`src/source/pktGenPkg.sv`:
```
package pktGenPkg;

  // ------------------------------
  // Sizes
  // ------------------------------
  localparam int DescAddrWidth = 8;
  localparam int NumDesc = 1 << DescAddrWidth;
  localparam int WbAddrWidth = 10;
  localparam int WbDataWidth = 16;

  // First word of the control space (address bit 9 set)
  localparam logic [WbAddrWidth-1:0] CtrlAddr = {1'b1, {(WbAddrWidth-1){1'b0}}};

  // Sequencer states
  localparam logic [2:0] SeqIdle = 3'd0;
  localparam logic [2:0] SeqFetch = 3'd1;
  localparam logic [2:0] SeqWait = 3'd2;
  localparam logic [2:0] SeqDecode = 3'd3;
  localparam logic [2:0] SeqEmit = 3'd4;

  // ------------------------------
  // Descriptor word, fill or end
  // ------------------------------
  typedef union packed {
    struct packed {
      logic       kind;
      logic [6:0] reserved;
      logic [7:0] length;
      logic [7:0] incr;
      logic [7:0] start;
    } fill;
    struct packed {
      logic        kind;
      logic [30:0] unused;
    } stop;
  } descWord_t;

endpackage

```
`src/source/wbHostPort.sv`:
```
module wbHostPort (
  input  logic                               clk_i,
  input  logic                               rstN_i,
  // Wishbone slave
  input  logic                               stb_i,
  input  logic                               cyc_i,
  input  logic                               we_i,
  input  logic [pktGenPkg::WbAddrWidth-1:0]  adr_i,
  input  logic [pktGenPkg::WbDataWidth-1:0]  dat_i,
  output logic [pktGenPkg::WbDataWidth-1:0]  dat_o,
  output logic                               ack_o,
  // Descriptor memory host port
  output logic                               memEn_o,
  output logic                               memWe_o,
  output logic [pktGenPkg::DescAddrWidth:0]  memAddr_o,
  output logic [pktGenPkg::WbDataWidth-1:0]  memWrData_o,
  input  logic [pktGenPkg::WbDataWidth-1:0]  memRdData_i,
  // Status and control
  input  logic                               busy_i,
  input  logic [7:0]                         pktCount_i,
  output logic                               startStrobe_o
);
  import pktGenPkg::*;

  logic                   wbAccess;
  logic                   accessDly;
  logic                   firstCycle;
  logic                   ctrlSpace;
  logic                   ctrlHit;
  logic                   rdFromMem;
  logic [WbDataWidth-1:0] ctrlRdData;

  // Only the first cycle of a held strobe counts as an access
  assign wbAccess = stb_i & cyc_i;
  assign firstCycle = wbAccess & ~accessDly;

  assign ctrlSpace = adr_i[WbAddrWidth-1];
  assign ctrlHit = (adr_i == CtrlAddr);

  // ------------------------------
  // Handshake and control register
  // ------------------------------
  always_ff @(posedge clk_i or negedge rstN_i)
  begin
    if (!rstN_i)
    begin
      accessDly <= 1'b0;
      ack_o <= 1'b0;
      startStrobe_o <= 1'b0;
      rdFromMem <= 1'b0;
    end
    else
    begin
      accessDly <= wbAccess;
      ack_o <= firstCycle;
      startStrobe_o <= firstCycle & we_i & ctrlHit & dat_i[0];
      if (firstCycle)
        rdFromMem <= ~ctrlSpace;
    end
  end

  // Status snapshot, other control addresses read as zero
  always_ff @(posedge clk_i)
  begin
    if (firstCycle)
      ctrlRdData <= ctrlHit ? {pktCount_i, {(WbDataWidth-9){1'b0}}, busy_i} : '0;
  end

  // Memory access goes out in the first cycle, data returns with ack
  assign memEn_o = firstCycle & ~ctrlSpace;
  assign memWe_o = we_i;
  assign memAddr_o = adr_i[DescAddrWidth:0];
  assign memWrData_o = dat_i;

  assign dat_o = rdFromMem ? memRdData_i : ctrlRdData;

endmodule

```
`config.mk`:
```
export PLATFORM = sky130hd
export DESIGN_NAME = wbHostPort
export DESIGN_NICKNAME = d
export VERILOG_FILES = /design/src/source/pktGenPkg.sv /design/src/source/wbHostPort.sv
export SDC_FILE = /design/constraint.sdc
export NUM_CORES = 1
export LEC_CHECK = 0
export ABC_AREA = 1
export ABC_CLOCK_PERIOD_IN_PS = 2700
export BUFFER_PORTS_ARGS = -buffer_cell sky130_fd_sc_hd__buf_2
export CORE_MARGIN = 2
export CORE_UTILIZATION = 36
export DETAILED_ROUTE_END_ITERATION = 16
export PLACE_DENSITY = 0.84
export SLEW_MARGIN = 20
export SYNTH_ARGS = -nofsm -noshare
export SYNTH_HDL_FRONTEND = slang
export SYNTH_SLANG_ARGS = --single-unit
```
`constraint.sdc`:
```
create_clock -name clk_i -period 2.7 [get_ports clk_i]
set_clock_uncertainty 0.2 [all_clocks]
set_input_delay 0.675 -clock clk_i [delete_from_list [all_inputs] [get_ports clk_i]]
set_output_delay 0.675 -clock clk_i [all_outputs]
set_load 0.05 [all_outputs]
```
==> run metrics <==
worst setup path start=rdFromMem$_DFFE_PN0P_; result of the run=finished clean; TritonCTS buffer count=3; routability-driven placement congestion ratio=between 0.6 and 0.7; antenna-violating nets left=0; FF-to-FF Start=accessDly$_DFF_PN0_; Hold Crit Depth=3; Final Core Density=45.8%; total negative slack=0 ps; mean instance size in the synthesized netlist=roughly 8.9 sq um; proportion of netlist area held by the largest area contributor=29.9%; Final nets=roughly 210; H-tree levels=1; half-perimeter wire length of the detailed placement result=around 1500 um; proportion of layout cells with a drive suffix above 1=56.0%; R2R cell count=3; number of antenna violations at the first check in global routing=0; clock tree from TritonCTS=built; total global routing track utilization=10.2%; signal arrival time at the worst endpoint=between 1500 and 2000 ps; drt first pass iters=2; setup ws final=roughly 270 ps; share of power burned in the clock network=approximately 19%; CP Capture Point=dat_o[15]; Post-Layout Inst Area=about 0.0011 sq mm; leakage power=a little over 0.7 nW; Sw Ratio=approximately two fifths; starting utilization of the core area=a little under two fifths; Yosys Warn Count=0; count of buffers from port buffering=70; via count of the first global-routing pass=563; total power density per cell area=slightly above 500 mW/mm^2; number of rows in the core area=18; latest clock arrival within the worst-skew pair=about 260 ps; sequential-to-total area share from yosys stat=roughly two fifths; Root Driver=sky130_fd_sc_hd__clkbuf_4; global-route wire length before repair=about 2200 um; # IOs=between 100 and 150; highest ir drop seen on vdd=roughly 0.00028 V; largest buffer count on any clock path=2; area of the die=0.00293 sq mm; total routed wirelength=approximately 1700 um; highest achievable clock rate=roughly 410 MHz; Residual DRC=0; largest net degree at the start of global routing=15; Design Power=~560 uW; Reg2Reg Capture Point=ctrlRdData[11]$_SDFFCE_PP0P_; P_int=around 340 uW; via total after detailed routing=approximately 740; via density per instance=between 4 and 5; Synth Instances=between 100 and 150; postcts setup bufs=0; setup repair after global routing missed its margin=false; flip-flop and latch count after synthesis=13; required arrival time at the worst endpoint=between 1500 and 2000 ps; cell area after synthesis=slightly above 900 sq um; share of the clock period used by the worst path=90.1%; leading post-synthesis cells by cell area=sky130_fd_sc_hd__edfxtp_1 (30%), sky130_fd_sc_hd__buf_4 (22%), sky130_fd_sc_hd__dfrtp_1 (11%); synthesized net count=158; final hold vios=0; largest area contributor in the netlist=sky130_fd_sc_hd__edfxtp_1; average wire length per cell after detail routing=approximately 9.5 um; maximum fanout along the worst path=14; Comb power frac=between 40% and 50%; number of DRC violations after detailed-routing iteration 0=5; clock sink count=13; setup slack of the worst register-to-register path=1340 ps; total placed instance area=~0.0011 sq mm; Area growth syn-to-layout=23.2%; measured slew at the worst slew-check pin=543 ps; total congestion overflow=0; Max Slew Vio Count=0; post-place setup slack=between 400 and 500 ps; antenna fix cells=0; Final Critical Period=between 2000 and 2500 ps; width of the die=~54 um; Max Cap Violations=0; Core ar.=between 0.002 and 0.0025 sq mm; worst-case headroom to the max-slew limit=around 64%; nature of the critical path startpoint=flip-flop; Crit. End Element=output pin; clock transition at the registers of the reported paths=70 ps; Die Y=between 50 and 60 um; final number of setup-violating endpoints=0; path type of the worst min-delay path=reg -> reg; Flop pwr share=40.5%; launch instance of the worst min-delay path=accessDly$_DFF_PN0_; total net switching power=around 220 uW; number of library cell types mapped by synthesis=14; worst setup path category=reg -> out
==> worst max-delay path: stages, from the launching register on <==
cell                      delay, ps
sky130_fd_sc_hd__dfrtp_1        690
sky130_fd_sc_hd__mux2_2         400
sky130_fd_sc_hd__buf_2          210
==> Yosys cell counts <==
cell type and number:
sky130_fd_sc_hd__buf_4 26, sky130_fd_sc_hd__inv_1 20, sky130_fd_sc_hd__nor2_1 16, sky130_fd_sc_hd__nand2_1 12, sky130_fd_sc_hd__edfxtp_1 9, sky130_fd_sc_hd__mux2_2 7
sky130_fd_sc_hd__dfrtp_1 4, sky130_fd_sc_hd__mux2_4 2, sky130_fd_sc_hd__and2_1 1, sky130_fd_sc_hd__buf_6 1, sky130_fd_sc_hd__buf_8 1, sky130_fd_sc_hd__nand2_2 1
sky130_fd_sc_hd__nand4_1 1, sky130_fd_sc_hd__o21ai_0 1
==> stage by stage <==
stage	instances	hold slack, ps
2_1_floorplan	102	179
3_3_place_gp	175	281
3_5_place_dp	175	285
4_1_cts	180	364
5_1_grt	180	408
6_report	180	356
==> worst min path at each step <==
stage / to / slack, ps
finish: startStrobe_o$_DFF_PN0_ / 360
global route: startStrobe_o$_DFF_PN0_ / 410
CTS: startStrobe_o$_DFF_PN0_ / 360
detailed placement: startStrobe_o$_DFF_PN0_ / 290
global placement: accessDly$_DFF_PN0_ / 280
floorplan: accessDly$_DFF_PN0_ / 180
==> cell type report <==
type,count,area [sq um]
repair buffers,72,368
flip-flops and latches,13,370
well taps,30,37.5
multi-input cells,41,238
inverters,20,75.1
clock buffers,4,26.3
fillers,258,1320
==> per-layer routing <==
layer	wire [um]	global-route usage (%)
met4	9	5.83
met1	587	8.59
met2	897	21.3
met3	216	1.94
met5	0	0
==> cell families (layout without fill, tap and decap cells) <==
group,count (synthesis),in the layout,synth area share [%]
flip-flops,13,13,40.9
multiplexers,9,9,12.0
AND/OR/NAND/NOR,31,31,13.7
AO/OA/AOI/OAI,1,1,0.553
buffers and inverters,48,96,32.8
==> placed cells by master (no fill, tap or decap), types with 2 or more instances in the layout <==
cell type                  count
sky130_fd_sc_hd__nand2_1      12
sky130_fd_sc_hd__nor2_1       16
sky130_fd_sc_hd__buf_2        70
sky130_fd_sc_hd__edfxtp_1      9
sky130_fd_sc_hd__clkbuf_4      3
sky130_fd_sc_hd__dfrtp_1       4
sky130_fd_sc_hd__inv_1        20
sky130_fd_sc_hd__mux2_4        2
sky130_fd_sc_hd__mux2_2        7
==> registers in the layout (all words and copies together) (netlist names) <==
| name | flops |
|---|---|
| rdFromMem | 1 |
| startStrobe_o | 1 |
| accessDly | 1 |
| ack_o | 1 |
| ctrlRdData | 9 |
==> power groups by stage <==
stage	registers (mW)	logic (mW)	clock network [mW]
after global placement	0.232	0.223	0
after CTS	0.229	0.227	0.115
final	0.228	0.225	0.109
after global routing	0.230	0.241	0.125
after detailed placement	0.233	0.226	0
after floorplan	0.225	0.249	0
==> repair_timing <==
item | in CTS | in global routing
resized for setup | 0 | 0
endpoints found under the hold margin | 4 | 0
setup endpoints to repair | 0 | 0
hold buffers | 1 | 0
Power figures use the tool's default switching activity.
