`src/source/pktGenPkg.sv`:
```
package pktGenPkg;

  // ------------------------------
  // Sizes
  // ------------------------------
  localparam int DescAddrWidth = 8;
  localparam int NumDesc = 1 << DescAddrWidth;
  localparam int WbAddrWidth = 10;
  localparam int WbDataWidth = 16;

  // First word of the control space (address bit 9 set)
  localparam logic [WbAddrWidth-1:0] CtrlAddr = {1'b1, {(WbAddrWidth-1){1'b0}}};

  // Sequencer states
  localparam logic [2:0] SeqIdle = 3'd0;
  localparam logic [2:0] SeqFetch = 3'd1;
  localparam logic [2:0] SeqWait = 3'd2;
  localparam logic [2:0] SeqDecode = 3'd3;
  localparam logic [2:0] SeqEmit = 3'd4;

  // ------------------------------
  // Descriptor word, fill or end
  // ------------------------------
  typedef union packed {
    struct packed {
      logic       kind;
      logic [6:0] reserved;
      logic [7:0] length;
      logic [7:0] incr;
      logic [7:0] start;
    } fill;
    struct packed {
      logic        kind;
      logic [30:0] unused;
    } stop;
  } descWord_t;

endpackage

```
`src/source/pktSequencer.sv`:
```
module pktSequencer (
  input  logic                                clk_i,
  input  logic                                rstN_i,
  input  logic                                start_i,
  // Descriptor read port
  output logic                                descRd_o,
  output logic [pktGenPkg::DescAddrWidth-1:0] descAddr_o,
  input  pktGenPkg::descWord_t                descData_i,
  output logic                                busy_o,
  // Byte stream
  output logic                                byteValid_o,
  output logic [7:0]                          byteData_o,
  output logic                                firstByte_o,
  output logic                                lastByte_o
);
  import pktGenPkg::*;

  logic [2:0]               state;
  logic [2:0]               stateNext;
  logic [DescAddrWidth-1:0] descIdx;
  descWord_t                desc;
  logic [7:0]               remaining;
  logic [7:0]               curByte;
  logic                     lastIndex;
  logic                     emitDone;

  assign lastIndex = (descIdx == '1);
  assign emitDone = (remaining == 8'd1);

  // ------------------------------
  // State machine
  // ------------------------------
  always_ff @(posedge clk_i or negedge rstN_i)
  begin
    if (!rstN_i)
      state <= SeqIdle;
    else
      state <= stateNext;
  end

  always_comb
  begin
    stateNext = state;
    case (state)
      SeqIdle:
        if (start_i)
          stateNext = SeqFetch;
      SeqFetch:
        stateNext = SeqWait;
      SeqWait:
        stateNext = SeqDecode;
      SeqDecode:
        if (desc.stop.kind)
          stateNext = SeqIdle;
        else if (desc.fill.length != 8'd0)
          stateNext = SeqEmit;
        else
          stateNext = lastIndex ? SeqIdle : SeqFetch;
      SeqEmit:
        if (emitDone)
          stateNext = lastIndex ? SeqIdle : SeqFetch;
      default:
        stateNext = SeqIdle;
    endcase
  end

  // ------------------------------
  // Index, descriptor and pattern
  // ------------------------------
  always_ff @(posedge clk_i)
  begin
    if (state == SeqIdle)
      descIdx <= '0;
    else if (stateNext == SeqFetch)
      descIdx <= descIdx + 1'b1;

    // Latch the descriptor when it arrives from memory
    if (state == SeqWait)
      desc <= descData_i;

    if (state == SeqDecode)
    begin
      remaining <= desc.fill.length;
      curByte <= desc.fill.start;
    end
    else if (state == SeqEmit)
    begin
      remaining <= remaining - 1'b1;
      curByte <= curByte + desc.fill.incr;   // wraps modulo 256
    end
  end

  assign descRd_o = (state == SeqFetch);
  assign descAddr_o = descIdx;
  assign busy_o = (state != SeqIdle);

  assign byteValid_o = (state == SeqEmit);
  assign byteData_o = curByte;
  assign firstByte_o = (state == SeqEmit) && (remaining == desc.fill.length);
  assign lastByte_o = (state == SeqEmit) && emitDone;

endmodule

```
`config.mk`:
```
export PLATFORM = sky130hd
export DESIGN_NAME = pktSequencer
export DESIGN_NICKNAME = d
export VERILOG_FILES = /design/src/source/pktGenPkg.sv /design/src/source/pktSequencer.sv
export SDC_FILE = /design/constraint.sdc
export NUM_CORES = 1
export LEC_CHECK = 0
export BUFFER_PORTS_ARGS = -buffer_cell sky130_fd_sc_hd__buf_4
export CORE_AREA = 4 4 85 87
export DETAILED_ROUTE_END_ITERATION = 10
export DIE_AREA = 0 0 89 91
export HOLD_SLACK_MARGIN = 0.15
export SETUP_SLACK_MARGIN = 0.4
export SLEW_MARGIN = 0
export SYNTH_ARGS = -nofsm -noshare
export SYNTH_HDL_FRONTEND = slang
export SYNTH_SLANG_ARGS = --single-unit
export TNS_END_PERCENT = 20
```
`constraint.sdc`:
```
create_clock -name clk_i -period 3.36 [get_ports clk_i]
set_clock_uncertainty 0.15 [all_clocks]
set_input_delay 0.168 -clock clk_i [delete_from_list [all_inputs] [get_ports clk_i]]
set_output_delay 0.168 -clock clk_i [all_outputs]
set_load 0.02 [all_outputs]
```
==> key figures <==
Synthesis
  – Cell type with the largest total area after synthesis: edfxtp_1
  – Dominant synthesized flop cell: edfxtp_1
  – Fraction of the yosys area taken by sequential cells: 0.584
  – Synthesis-stage register bit count: 52
  – Number of flops mapped to enable cells by yosys: 41
  – Synth top area cells: edfxtp_1, dfxtp_1, ha_1
  – Leading post-synthesis cells by instance count: edfxtp_1, nor2_1, a21oi_1
  – Count of unique library cells instantiated by Yosys: 41
  – Asr flop ratio synth: 0.0577
  – Combined area of all synthesized cells: 2510 um2
  – Yosys synthesis warning count: 0
  – Average cell area after synthesis: 11.8 um2
  – Share of the synthesized area in the top cell type: 0.490
  – Leading cell type by number of instances after synthesis: edfxtp_1
  – Syn nets: 259
  – Number of standard cells after synthesis: 213

Setup path
  – Signal arrival time at the worst endpoint: 2.53 ns
  – Crit-path cells: nor4_1, nand3_1, a21oi_4, o2111ai_4, or4_1, a21oi_1
  – Peak fanout along the critical path: 5
  – Buffers plus inverters on the worst setup path: 0
  – Cell at the slowest stage of the critical path: or4_1
  – Kind of launch point of the worst setup path: flip-flop
  – Family with the most delay on the worst path: simple AND/OR/NAND/NOR gates
  – Critical Path End Type: flip-flop
  – CP max stage delay: 0.52 ns
  – Setup Crit Path Kind: flip-flop to flip-flop
  – CP required: 3.45 ns

Cells and area
  – Final cell utilization of the core: 0.530
  – Share of cells above drive strength 1: 0.226
  – Final std cells w/o fill: 373
  – Number of nets in the finished design: 341
  – Number of antenna diodes: 0
  – Layout-stage area growth over the synthesis result: 34.0%
  – Fill cell total of the finished layout: 556

STA
  – Min cycle time layout: 2.44 ns
  – Maximum frequency from static timing analysis: 0.410 GHz
  – Final Hold Viols: 0
  – Setup repair after global routing missed its margin: no
  – Post-route worst setup slack: 0.918 ns
  – Actual slew at the worst max-slew pin: 0.792 ns
  – Number of slew-limit violations in the final report: 0
  – Tightest slew margin relative to the limit: 0.471
  – Fin Setup TNS: 0 ns
  – Post-route clock period utilization: 0.727
  – Endpoints failing setup: 0

GRT
  – Pin count of the biggest net entering global routing: 33
  – Wire length of the first global-routing pass: 8360 um
  – Via count of the first global-routing pass: 1875
  – Overflow after GRT: 0
  – Total global routing track utilization: 0.130
  – Initial antenna violation count: 0

Place
  – Dpl hpwl: 3410 um
  – Cell total after placement: 337
  – Setup Slack @ Placement: 0.897 ns
  – Count of buffers from port buffering: 48
  – Final weighted congestion in routability-driven placement: 0.764

CTS
  – Root buffer cell: clkbuf_8
  – Max clock buf depth: 2
  – Setup Fix Bufs, Post-CTS: 0
  – Post-CTS Resized: 0
  – Hold buffer count at CTS: 28
  – Later-pin clock latency in the skew report: 0.31 ns
  – Clock tree from TritonCTS: done
  – Total number of H-tree levels: 2
  – Total clock buffers created by CTS: 5
  – Clock-pin slew on the worst setup and hold paths: 0.09 ns
  – Clk sink count: 52

Floorplan
  – I/O pin count: 56
  – Initial Util: 0.396
  – Cell row count: 29
  – Die extent in x: 89 um
  – Die Ht: 91 um
  – Core region area: 6350 um2
  – Die Footprint: 8100 um2

Routing
  – Initial DRT Pass Iterations: 4
  – Top routing layer used: met4
  – Vias per inst: 4.73
  – Wire length on met2: 2200 um
  – Met3 Routed Length: 240 um
  – Number of violations reported at the end of detailed-routing iteration 0: 40
  – Total wirelength of the detailed-routed design: 4900 um
  – Via Count: 1764
  – Post-route DRC: 0
  – WL per Instance: 13.1 um
  – Post-detailed-route count of antenna-violating nets: 0
  – Metal-1 WL: 2430 um

Run status
  – Outcome: finished, final reports clean

Worst hold path
  – Hold Path Class: flip-flop to flip-flop

Job
  – Maximum capacitance violations: 0

Pwr
  – Leak Pwr: 0.00132 uW
  – Maximum vdd ir drop: 0.505 mV
  – Power Density: 854 nW/um2
[per-layer routing]
| layer | track usage | vias up |
|---|---|---|
| met5 | 0 | - |
| met4 | 0.0385 | 0 |
| met3 | 0.0380 | 2 |
| met2 | 0.207 | 44 |
| met1 | 0.170 | 802 |
| li1 | - | 916 |
[layout by cell type, fill, tap and decap left out, types with 2 or more instances in the layout]
cell type,netlist,routed
buf_4,0,51
dfxtp_1,8,8
nor3_1,4,4
nand2_1,11,11
nand2b_1,3,3
edfxtp_1,41,41
xor2_1,12,12
and2_1,2,2
mux2i_1,2,2
nand4_1,2,2
a21oi_1,19,19
nor4_1,3,3
nor2_1,33,33
dfrtp_1,3,3
o21ai_0,5,5
xnor2_1,11,11
nand3_1,5,5
nor3b_1,4,4
clkbuf_8,0,5
ha_1,10,10
nor2b_1,2,2
inv_1,10,10
dlygate4sd3_1,0,28
[state kept, by name, indices dropped and copies added (netlist names)]
register / count
state: 3
desc: 25
descAddr_o: 8
byteData_o: 8
remaining: 8
[logic make-up (layout without fill, tap and decap cells)]
group	count (synthesis)	count (layout)	share of synthesized area
and+or+nand+nor	78	78	0.161
DFF	52	52	0.584
AOI/OAI and AO/OA	31	31	0.0817
xor gates and xnor gates	23	23	0.0802
buffers and inverters	15	98	0.0229
adders and majority gates	11	11	0.0578
muxes	3	3	0.0125
[area by class of cell]
class,instances,area (um2),area share
sequential,52,1470,0.436
multi-input combinational,146,988,0.294
timing repair buffer,79,663,0.197
clock buffer,5,68.8,0.0204
inverter,11,41.3,0.0123
clock inverter,3,42.5,0.0126
tap,77,96.3,0.0286
[path summary, 6_finish.rpt]
path | slack (ns) | startpoint | cells after the start | to
worst max register to register | 0.92 | desc[20] | 6 | descAddr_o[7]
worst max-delay path | 0.92 | desc[20] | 6 | descAddr_o[7]
worst min-delay path | 0.36 | descAddr_o[6] | 2 | descAddr_o[6]
min in group asynchronous | 0.59 | rstN_i | 3 | state[1]
worst min register to register | 0.36 | descAddr_o[6] | 2 | descAddr_o[6]
max in group asynchronous | 2.33 | rstN_i | 3 | state[0]
[metrics by stage]
stage | total power (uW) | cell area [um2] | hold slack (ns)
6_report | 2870 | 3370 | 0.359
5_1_grt | 3120 | 3370 | 0.406
4_1_cts | 2920 | 3370 | 0.366
3_5_place_dp | 2450 | 2980 | -0.191
3_3_place_gp | 2430 | 2980 | -0.188
2_1_floorplan | 2080 | 2510 | -0.278
[worst register-to-register path, cell delays in order, from the launching register on]
cell and delay [ns]:
edfxtp_1 0.45, nor4_1 0.47, nand3_1 0.20, a21oi_4 0.26
o2111ai_4 0.18, or4_1 0.52, a21oi_1 0.14
[where the power goes]
part           internal (uW)  switching [uW]  leakage, uW
sequential              1040             192     0.000483
clock                    220             208    0.0000503
combinational            542             668     0.000783
No activity file was read; power rests on OpenSTA's default activity.
