===== src/source/txFramer.sv =====
module txFramer (
  input  logic       clk_i,
  input  logic       rstN_i,
  input  logic       start_i,
  input  logic       byteValid_i,
  input  logic [7:0] byteData_i,
  input  logic       firstByte_i,
  input  logic       lastByte_i,
  output logic       txValid_o,
  output logic [7:0] txData_o,
  output logic       txSop_o,
  output logic       txEop_o,
  output logic [7:0] pktCount_o
);

  // Strobes and packet counter
  always_ff @(posedge clk_i or negedge rstN_i)
  begin
    if (!rstN_i)
    begin
      txValid_o <= 1'b0;
      txSop_o <= 1'b0;
      txEop_o <= 1'b0;
      pktCount_o <= 8'd0;
    end
    else
    begin
      txValid_o <= byteValid_i;
      txSop_o <= byteValid_i & firstByte_i;
      txEop_o <= byteValid_i & lastByte_i;
      if (start_i)
        pktCount_o <= 8'd0;
      else if (byteValid_i & lastByte_i)
        pktCount_o <= pktCount_o + 1'b1;
    end
  end

  always_ff @(posedge clk_i)
  begin
    txData_o <= byteData_i;
  end

endmodule


===== config.mk =====
export PLATFORM = sky130hd
export DESIGN_NAME = txFramer
export DESIGN_NICKNAME = d
export VERILOG_FILES = /design/src/source/txFramer.sv
export SDC_FILE = /design/constraint.sdc
export NUM_CORES = 1
export LEC_CHECK = 0
export BUFFER_PORTS_ARGS = -buffer_cell sky130_fd_sc_hd__buf_2
export CAP_MARGIN = 5
export CORE_UTILIZATION = 25
export DETAILED_ROUTE_END_ITERATION = 10
export GPL_ROUTABILITY_DRIVEN = 0
export HOLD_SLACK_MARGIN = 0.03
export MAX_ROUTING_LAYER = met4
export PLACE_DENSITY = 0.48
export SYNTH_ARGS = -nofsm -noshare
export SYNTH_HDL_FRONTEND = slang
export SYNTH_SLANG_ARGS = --single-unit

===== constraint.sdc =====
create_clock -name clk_i -period 1.7 [get_ports clk_i]
set_input_delay 0.255 -clock clk_i [delete_from_list [all_inputs] [get_ports clk_i]]
set_output_delay 0.255 -clock clk_i [all_outputs]
set_load 0.1 [all_outputs]

==> qor.json, run 1 <==
{
  "row_count": {"value": 17},
  "ys_types": {"value": 20},
  "detailed_route_wl": {"value": 1317, "unit": "um"},
  "drv.max_cap_violation_count": {"value": 0},
  "nFillCells": {"value": 253},
  "hold_end": {"value": "txData_o[3]$_DFF_P_"},
  "p_per_area": {"value": 996.6, "unit": "nW/um^2"},
  "count_of_endpoints_failing_hold_in_the_final_timing_report": {"value": 0},
  "postSynthAreaPerCell": {"value": 12.02, "unit": "sq um"},
  "boundary_pins": {"value": 33},
  "detailedPlace.worstSlack": {"value": 0.4267, "unit": "ns"},
  "synth_nets": {"value": 68},
  "postSynthRegisterBits": {"value": 19},
  "layout_worst_path_cycle_share": {"value": 0.8311},
  "maxSlewViolCount": {"value": 0},
  "synth_largest_type_area_fraction": {"value": 0.4322},
  "worst-endpoint-required": {"value": 1.44, "unit": "ns"},
  "ant_nets": {"value": 0},
  "critPathKind": {"value": "flop to primary output"},
  "grt_use_total": {"value": 0.1060},
  "grt_first_pass_wirelength": {"value": 1966, "unit": "um"},
  "cts_sinks": {"value": 19},
  "final.setup_skew": {"value": 0.004776, "unit": "ns"},
  "hold-path-cell-count": {"value": 1},
  "power.total": {"value": 870.3, "unit": "uW"},
  "worst_ir_drop_vdd": {"value": 596.2, "unit": "uV"},
  "postLayoutCoreUtil": {"value": 0.3802},
  "ctsResizeCount": {"value": 0},
  "end_kind": {"value": "primary output"},
  "crit_path_from": {"value": "pktCount_o[3]$_DFFE_PN0P_"},
  "design.core.area": {"value": 2297, "unit": "sq um"},
  "drt-wirelength-per-cell": {"value": 11.26, "unit": "um"},
  "drt_first_iter_violations": {"value": 8},
  "die_height": {"value": 52.47, "unit": "um"},
  "dieWidth": {"value": 52.47, "unit": "um"},
  "worstReg2RegEnd": {"value": "pktCount_o[6]$_DFFE_PN0P_"},
  "maxClockFrequency": {"value": 707.7, "unit": "MHz"},
  "relSlewSlack": {"value": 0.6736},
  "crit_fanout": {"value": 7},
  "final-setup-viol-count": {"value": 0},
  "hold_path.class": {"value": "primary input to flop"},
  "r2r.worst_path.cells": {"value": 4},
  "ff2ff_setup_slack": {"value": 0.42, "unit": "ns"},
  "critical-path-slowest-cell": {"value": "buf_2"},
  "dominant_cells_by_area_after_synthesis": {"value": "dfrtp_1 43%, dfxtp_1 25%, a21oi_1 4.7%"},
  "floorplan.initialDensity": {"value": 0.2772},
  "master_cell_of_the_clock_root_buffer": {"value": "clkbuf_4"},
  "tightestPinTransition": {"value": 0.4930, "unit": "ns"},
  "port_buffers": {"value": 32},
  "cp_cell_sequence": {"value": "buf_2"},
  "tritoncts": {"value": "built"},
  "clk_path_buf_depth": {"value": 2},
  "setup_tns": {"value": 0, "unit": "ns"},
  "synthesis.instances": {"value": 53},
  "cp_slowest_stage_delay": {"value": 0.44, "unit": "ns"},
  "synth_seq_area_share": {"value": 0.6837},
  "reg_to_reg_startpoint": {"value": "pktCount_o[0]$_DFFE_PN0P_"},
  "timing.hold.worst.start": {"value": "byteData_i[3]"},
  "critical-path-top-delay-family": {"value": "buffers and inverters"},
  "cp_startpoint_kind": {"value": "flop"},
  "synth_largest_area_cell": {"value": "dfrtp_1"},
  "post_route_cells_drive_above_1_share": {"value": 0.5169},
  "n_antenna_cell": {"value": 0},
  "ctsHoldBuffers": {"value": 1},
  "rsz_0062_raised_after_global_routing": {"value": "no"},
  "fin_crit": {"value": 1.413, "unit": "ns"},
  "grt_antenna_before_repair": {"value": 0},
  "netlist_area": {"value": 636.9, "unit": "sq um"},
  "nNetsFinal": {"value": 105},
  "routed-via-count": {"value": 530},
  "tritoncts.num_buffers": {"value": 3},
  "grt_max_degree": {"value": 12},
  "post_drt_via_cell_ratio": {"value": 4.530},
  "cp_data_arrival_time": {"value": 1.16, "unit": "ns"},
  "first_global_vias": {"value": 444},
  "synth-warning-count": {"value": 0},
  "syn2layout_area_growth": {"value": 37.13, "unit": "%"},
  "die-area": {"value": 2753, "unit": "sq um"},
  "detail_route.drc_violations": {"value": 0},
  "run_status": {"value": "complete, no violations"},
  "clock_insertion_delay_worst_skew": {"value": 0.29, "unit": "ns"},
  "post-cts-setup-buffers": {"value": 0},
  "htree_levels": {"value": 1},
  "globalRouteOverflowTotal": {"value": 0},
  "drtPass1Iterations": {"value": 4},
  "leakage_power": {"value": 0.4116, "unit": "nW"},
  "layout_setup_ws": {"value": 0.2871, "unit": "ns"},
  "clkTransAtPathRegs": {"value": 0.10, "unit": "ns"},
  "worstPathBufferInverterCount": {"value": 1}
}
==> cells by family after synthesis <==
group | count (synthesis) | share of synthesized area
adders and majority gates | 1 | 0.01964
AOI/OAI and AO/OA | 11 | 0.09429
buffers and inverters | 3 | 0.01768
DFF | 19 | 0.6837
and+or+nand+nor | 17 | 0.1572
xor gates and xnor gates | 2 | 0.02751
==> cell type report <==
cell class,count,area [sq um],area share
Multi-Input combinational cell,31,190.2,0.2178
Tap cell,28,35.03,0.04011
Inverter,2,7.507,0.008596
Timing Repair Buffer,33,170.2,0.1948
Sequential cell,19,444.2,0.5086
Clock buffer,4,26.28,0.03009
==> cells in the final DEF, fill, tap and decap left out, drive strengths merged, types with 3 or more instances in the layout <==
cell    instances
or3             3
nand2           4
a21oi           6
o21ai           3
nand3           3
clkbuf          4
buf            32
dfxtp           8
dfrtp          11
==> how the worst max path moves through the flow <==
stage                                           end  slack [ns]  depth (start not counted)
after CTS                             pktCount_o[2]        0.27                          1
after global placement    pktCount_o[4]$_DFFE_PN0P_        0.44                          4
after global routing                  pktCount_o[3]        0.23                          1
after floorplan           pktCount_o[4]$_DFFE_PN0P_        0.10                          4
final                                 pktCount_o[3]        0.29                          1
after detailed placement  pktCount_o[6]$_DFFE_PN0P_        0.43                          4
==> worst reg2reg max path: cells and delay by family, from the launching register on <==
family / cells / cell delay (ns)
AOI/OAI and AO/OA: 1 / 0.15
adders and majority gates: 1 / 0.18
and+or+nand+nor: 2 / 0.47
DFF: 1 / 0.42
==> where the power goes <==
group | total, mW | switching [mW] | internal, mW
registers | 0.473 | 0.00686 | 0.466
logic | 0.176 | 0.148 | 0.0281
clock network | 0.221 | 0.130 | 0.0912
==> state kept, by name, indices dropped and copies added, names as in the netlist <==
| register | cells |
|---|---|
| txData_o | 8 |
| pktCount_o | 8 |
| txValid_o | 1 |
| txEop_o | 1 |
| txSop_o | 1 |
==> cells in the mapped netlist <==
cell type and number:
dfrtp_1 11, dfxtp_1 8, a21oi_1 6, nand2_1 3, o21ai_0 3, inv_1 2
nand3_1 2, nand4_1 2, nor2_1 2, o31ai_1 2, or3_1 2, or4_1 2
and2_2 1, buf_1 1, ha_1 1, nand2_2 1, nand3_2 1, or3_2 1
xnor2_1 1, xor2_1 1
==> metal layers <==
| layer | vias to the layer above | wire length (um) | global-route usage |
|---|---|---|---|
| met1 | 233 | 610 | 0.1221 |
| met5 | - | 0 | - |
| met3 | 2 | 162 | 0.05507 |
| met4 | 0 | 6 | 0.03947 |
| met2 | 37 | 538 | 0.1561 |
| li1 | 258 | - | - |
==> stage by stage <==
step           cells  instance area [sq um]  hold slack (ns)
2_1_floorplan     53                  645.6         -0.04059
3_3_place_gp     112                  837.1           0.1433
3_5_place_dp     112                  837.1           0.1424
4_1_cts          117                  873.3          0.04811
5_1_grt          117                  873.3          0.03002
6_report         117                  873.3          0.05887
No activity file was read; power rests on OpenSTA's default activity.
==> run 2: changes to the inputs <==
Clock period 1.7 ns to 1.3 ns, I/O delays scaled along.
==> run 2 against run 1 <==
The run now ends with negative setup slack left. Highest routed layer is now met3. Critical endpoint is now pktCount_o[4]$_DFFE_PN0P_. Clock power is 33% higher. Sequential power is 32% higher. Clock-buffer cell count is 1 lower. Combinational power is 58% higher. First-iteration DRC count is 50% lower. Core utilization is 12 points higher. Via count is 9.1% higher. Power is 37% higher.
==> qor.json, run 2 (same netlist as run 1, synthesis figures left out) <==
{
  "grt_use_total": {"value": 0.1174},
  "cp_data_arrival_time": {"value": 1.58, "unit": "ns"},
  "layout_setup_ws": {"value": -0.05134, "unit": "ns"},
  "grt_antenna_before_repair": {"value": 0},
  "die-area": {"value": 2753, "unit": "sq um"},
  "relSlewSlack": {"value": 0.6737},
  "routed-via-count": {"value": 578},
  "fin_crit": {"value": 1.351, "unit": "ns"},
  "htree_levels": {"value": 1},
  "post_drt_via_cell_ratio": {"value": 4.516},
  "leakage_power": {"value": 0.4824, "unit": "nW"},
  "n_antenna_cell": {"value": 0},
  "globalRouteOverflowTotal": {"value": 0},
  "tightestPinTransition": {"value": 0.4928, "unit": "ns"},
  "fin_cells": {"value": 128},
  "p_per_area": {"value": 1036, "unit": "nW/um^2"},
  "clkTransAtPathRegs": {"value": 0.11, "unit": "ns"},
  "dp_cells": {"value": 113},
  "nNetsFinal": {"value": 116},
  "detailedPlace.worstSlack": {"value": -0.01165, "unit": "ns"},
  "dp_hpwl": {"value": 1027, "unit": "um"},
  "first_global_vias": {"value": 550},
  "maxClockFrequency": {"value": 740.0, "unit": "MHz"},
  "grt_max_degree": {"value": 12},
  "run_status": {"value": "finished, violations left"},
  "crit_fanout": {"value": 4},
  "post_route_cells_drive_above_1_share": {"value": 0.5400},
  "maxSlewViolCount": {"value": 0},
  "most_frequent_cells_in_the_layout": {"value": "24 x buf_2, 9 x dlygate4sd3_1, 8 x buf_12, 8 x dfxtp_1, 7 x dfrtp_4"},
  "grt_first_pass_wirelength": {"value": 2235, "unit": "um"},
  "ant_nets": {"value": 0},
  "worstPathBufferInverterCount": {"value": 0},
  "floorplan.initialDensity": {"value": 0.2772},
  "whs": {"value": 0.07241, "unit": "ns"},
  "layout_worst_path_cycle_share": {"value": 1.039},
  "tritoncts.num_buffers": {"value": 3},
  "cp_slowest_stage_delay": {"value": 0.47, "unit": "ns"},
  "drv.max_cap_violation_count": {"value": 0},
  "biggestRegsByFlops": {"value": "pktCount_o: 8 flops, txData_o: 8 flops"},
  "clock_insertion_delay_worst_skew": {"value": 0.29, "unit": "ns"},
  "layout_commonest_cell": {"value": "buf_2"},
  "detailed_route_wl": {"value": 1474, "unit": "um"},
  "rsz_0062_raised_after_global_routing": {"value": "yes"},
  "hold_path.class": {"value": "primary input to flop"},
  "cp_startpoint_kind": {"value": "flop"},
  "drt_first_iter_violations": {"value": 4},
  "die_height": {"value": 52.47, "unit": "um"},
  "count_of_endpoints_failing_hold_in_the_final_timing_report": {"value": 0},
  "boundary_pins": {"value": 33},
  "dieWidth": {"value": 52.47, "unit": "um"},
  "master_cell_of_the_clock_root_buffer": {"value": "clkbuf_4"},
  "cts_sinks": {"value": 19},
  "cp_cell_sequence": {"value": "ha_4 -> nand4_1 -> or3_4 -> a21oi_2"},
  "setup_tns": {"value": -0.09672, "unit": "ns"},
  "syn2layout_area_growth": {"value": 80.94, "unit": "%"},
  "failed_checks": {"value": "negative setup slack"},
  "port_buffers": {"value": 32},
  "drt-wirelength-per-cell": {"value": 11.52, "unit": "um"},
  "final.setup_skew": {"value": 0.004491, "unit": "ns"},
  "critical-path-top-delay-family": {"value": "simple AND/OR/NAND/NOR gates"},
  "critical-path-slowest-cell": {"value": "dfrtp_4"},
  "final-setup-viol-count": {"value": 4},
  "tritoncts": {"value": "built"},
  "critPathKind": {"value": "flop to flop"},
  "clk_path_buf_depth": {"value": 2},
  "worst_ir_drop_vdd": {"value": 744.9, "unit": "uV"},
  "row_count": {"value": 17},
  "drtPass1Iterations": {"value": 2},
  "worst-endpoint-required": {"value": 1.53, "unit": "ns"},
  "end_kind": {"value": "flop"},
  "detail_route.drc_violations": {"value": 0},
  "design.core.area": {"value": 2297, "unit": "sq um"}
}
==> run 2: changes by cell type in the layout (fill, tap and decap cells not counted), moves of 2 or more <==
cell,delta
buf_12,+8
buf_2,-8
buf_4,+2
dfrtp_2,-6
dfrtp_4,+7
dlygate4sd3_1,+8
or3_4,+2
==> run 2: metal layers <==
| metal | global-route usage | vias to the layer above | part of all wire |
|---|---|---|---|
| li1 | - | 279 | - |
| met1 | 0.1368 | 270 | 0.43 |
| met2 | 0.1835 | 29 | 0.49 |
| met3 | 0.03768 | 0 | 0.073 |
| met4 | 0.05263 | 0 | 0 |
| met5 | - | - | 0 |
==> run 2: power by group <==
| group | total (mW) | switching, mW | internal (mW) |
|---|---|---|---|
| Clock | 0.294 | 0.180 | 0.114 |
| Combinational | 0.278 | 0.204 | 0.0738 |
| Sequential | 0.622 | 0.0113 | 0.611 |
==> run 2: worst paths after layout <==
check	slack (ns)	from	cells after the start	end
setup / recovery	-0.05	pktCount_o[1]$_DFFE_PN0P_	4	pktCount_o[4]$_DFFE_PN0P_
hold / removal	0.07	byteValid_i	1	txValid_o$_DFF_PN0_
setup reg to reg	-0.05	pktCount_o[1]$_DFFE_PN0P_	4	pktCount_o[4]$_DFFE_PN0P_
hold reg to reg	0.61	pktCount_o[7]$_DFFE_PN0P_	2	pktCount_o[7]$_DFFE_PN0P_
max in group asynchronous	0.79	rstN_i	2	pktCount_o[0]$_DFFE_PN0P_
min in group asynchronous	0.28	rstN_i	2	pktCount_o[6]$_DFFE_PN0P_
==> run 2: worst register-to-register path: stages, from the launching register on <==
cell and delay, ns:
dfrtp_4 0.47, ha_4 0.14, nand4_1 0.14, or3_4 0.42, a21oi_2 0.11
==> run 2: metrics by stage <==
stage | power [mW] | area, sq um | util
CTS | 1.206 | 1125 | 0.4897
detailed placement | 0.8851 | 1007 | 0.4385
finish | 1.194 | 1152 | 0.5016
floorplan | 0.8142 | 688.2 | -
global placement | 0.8833 | 1007 | 0.4385
global route | 1.252 | 1152 | 0.5016
==> run 2: layout make-up <==
type / instances / area (sq um)
flip-flops and latches: 19 / 462.9
clock buffers: 3 / 22.52
inverters: 2 / 7.507
fillers: 212 / 1145
repair buffers: 44 / 396.6
well taps: 28 / 35.03
clock inverters: 1 / 5.005
multi-input cells: 31 / 222.7
==> run 2: timing repair <==
item	in CTS	in global routing
hold buffers	9	0
endpoints found under the setup margin	2	4
resized for setup	0	3
buffers inserted	0	2
hold endpoints to repair	19	0
pin swaps	0	3
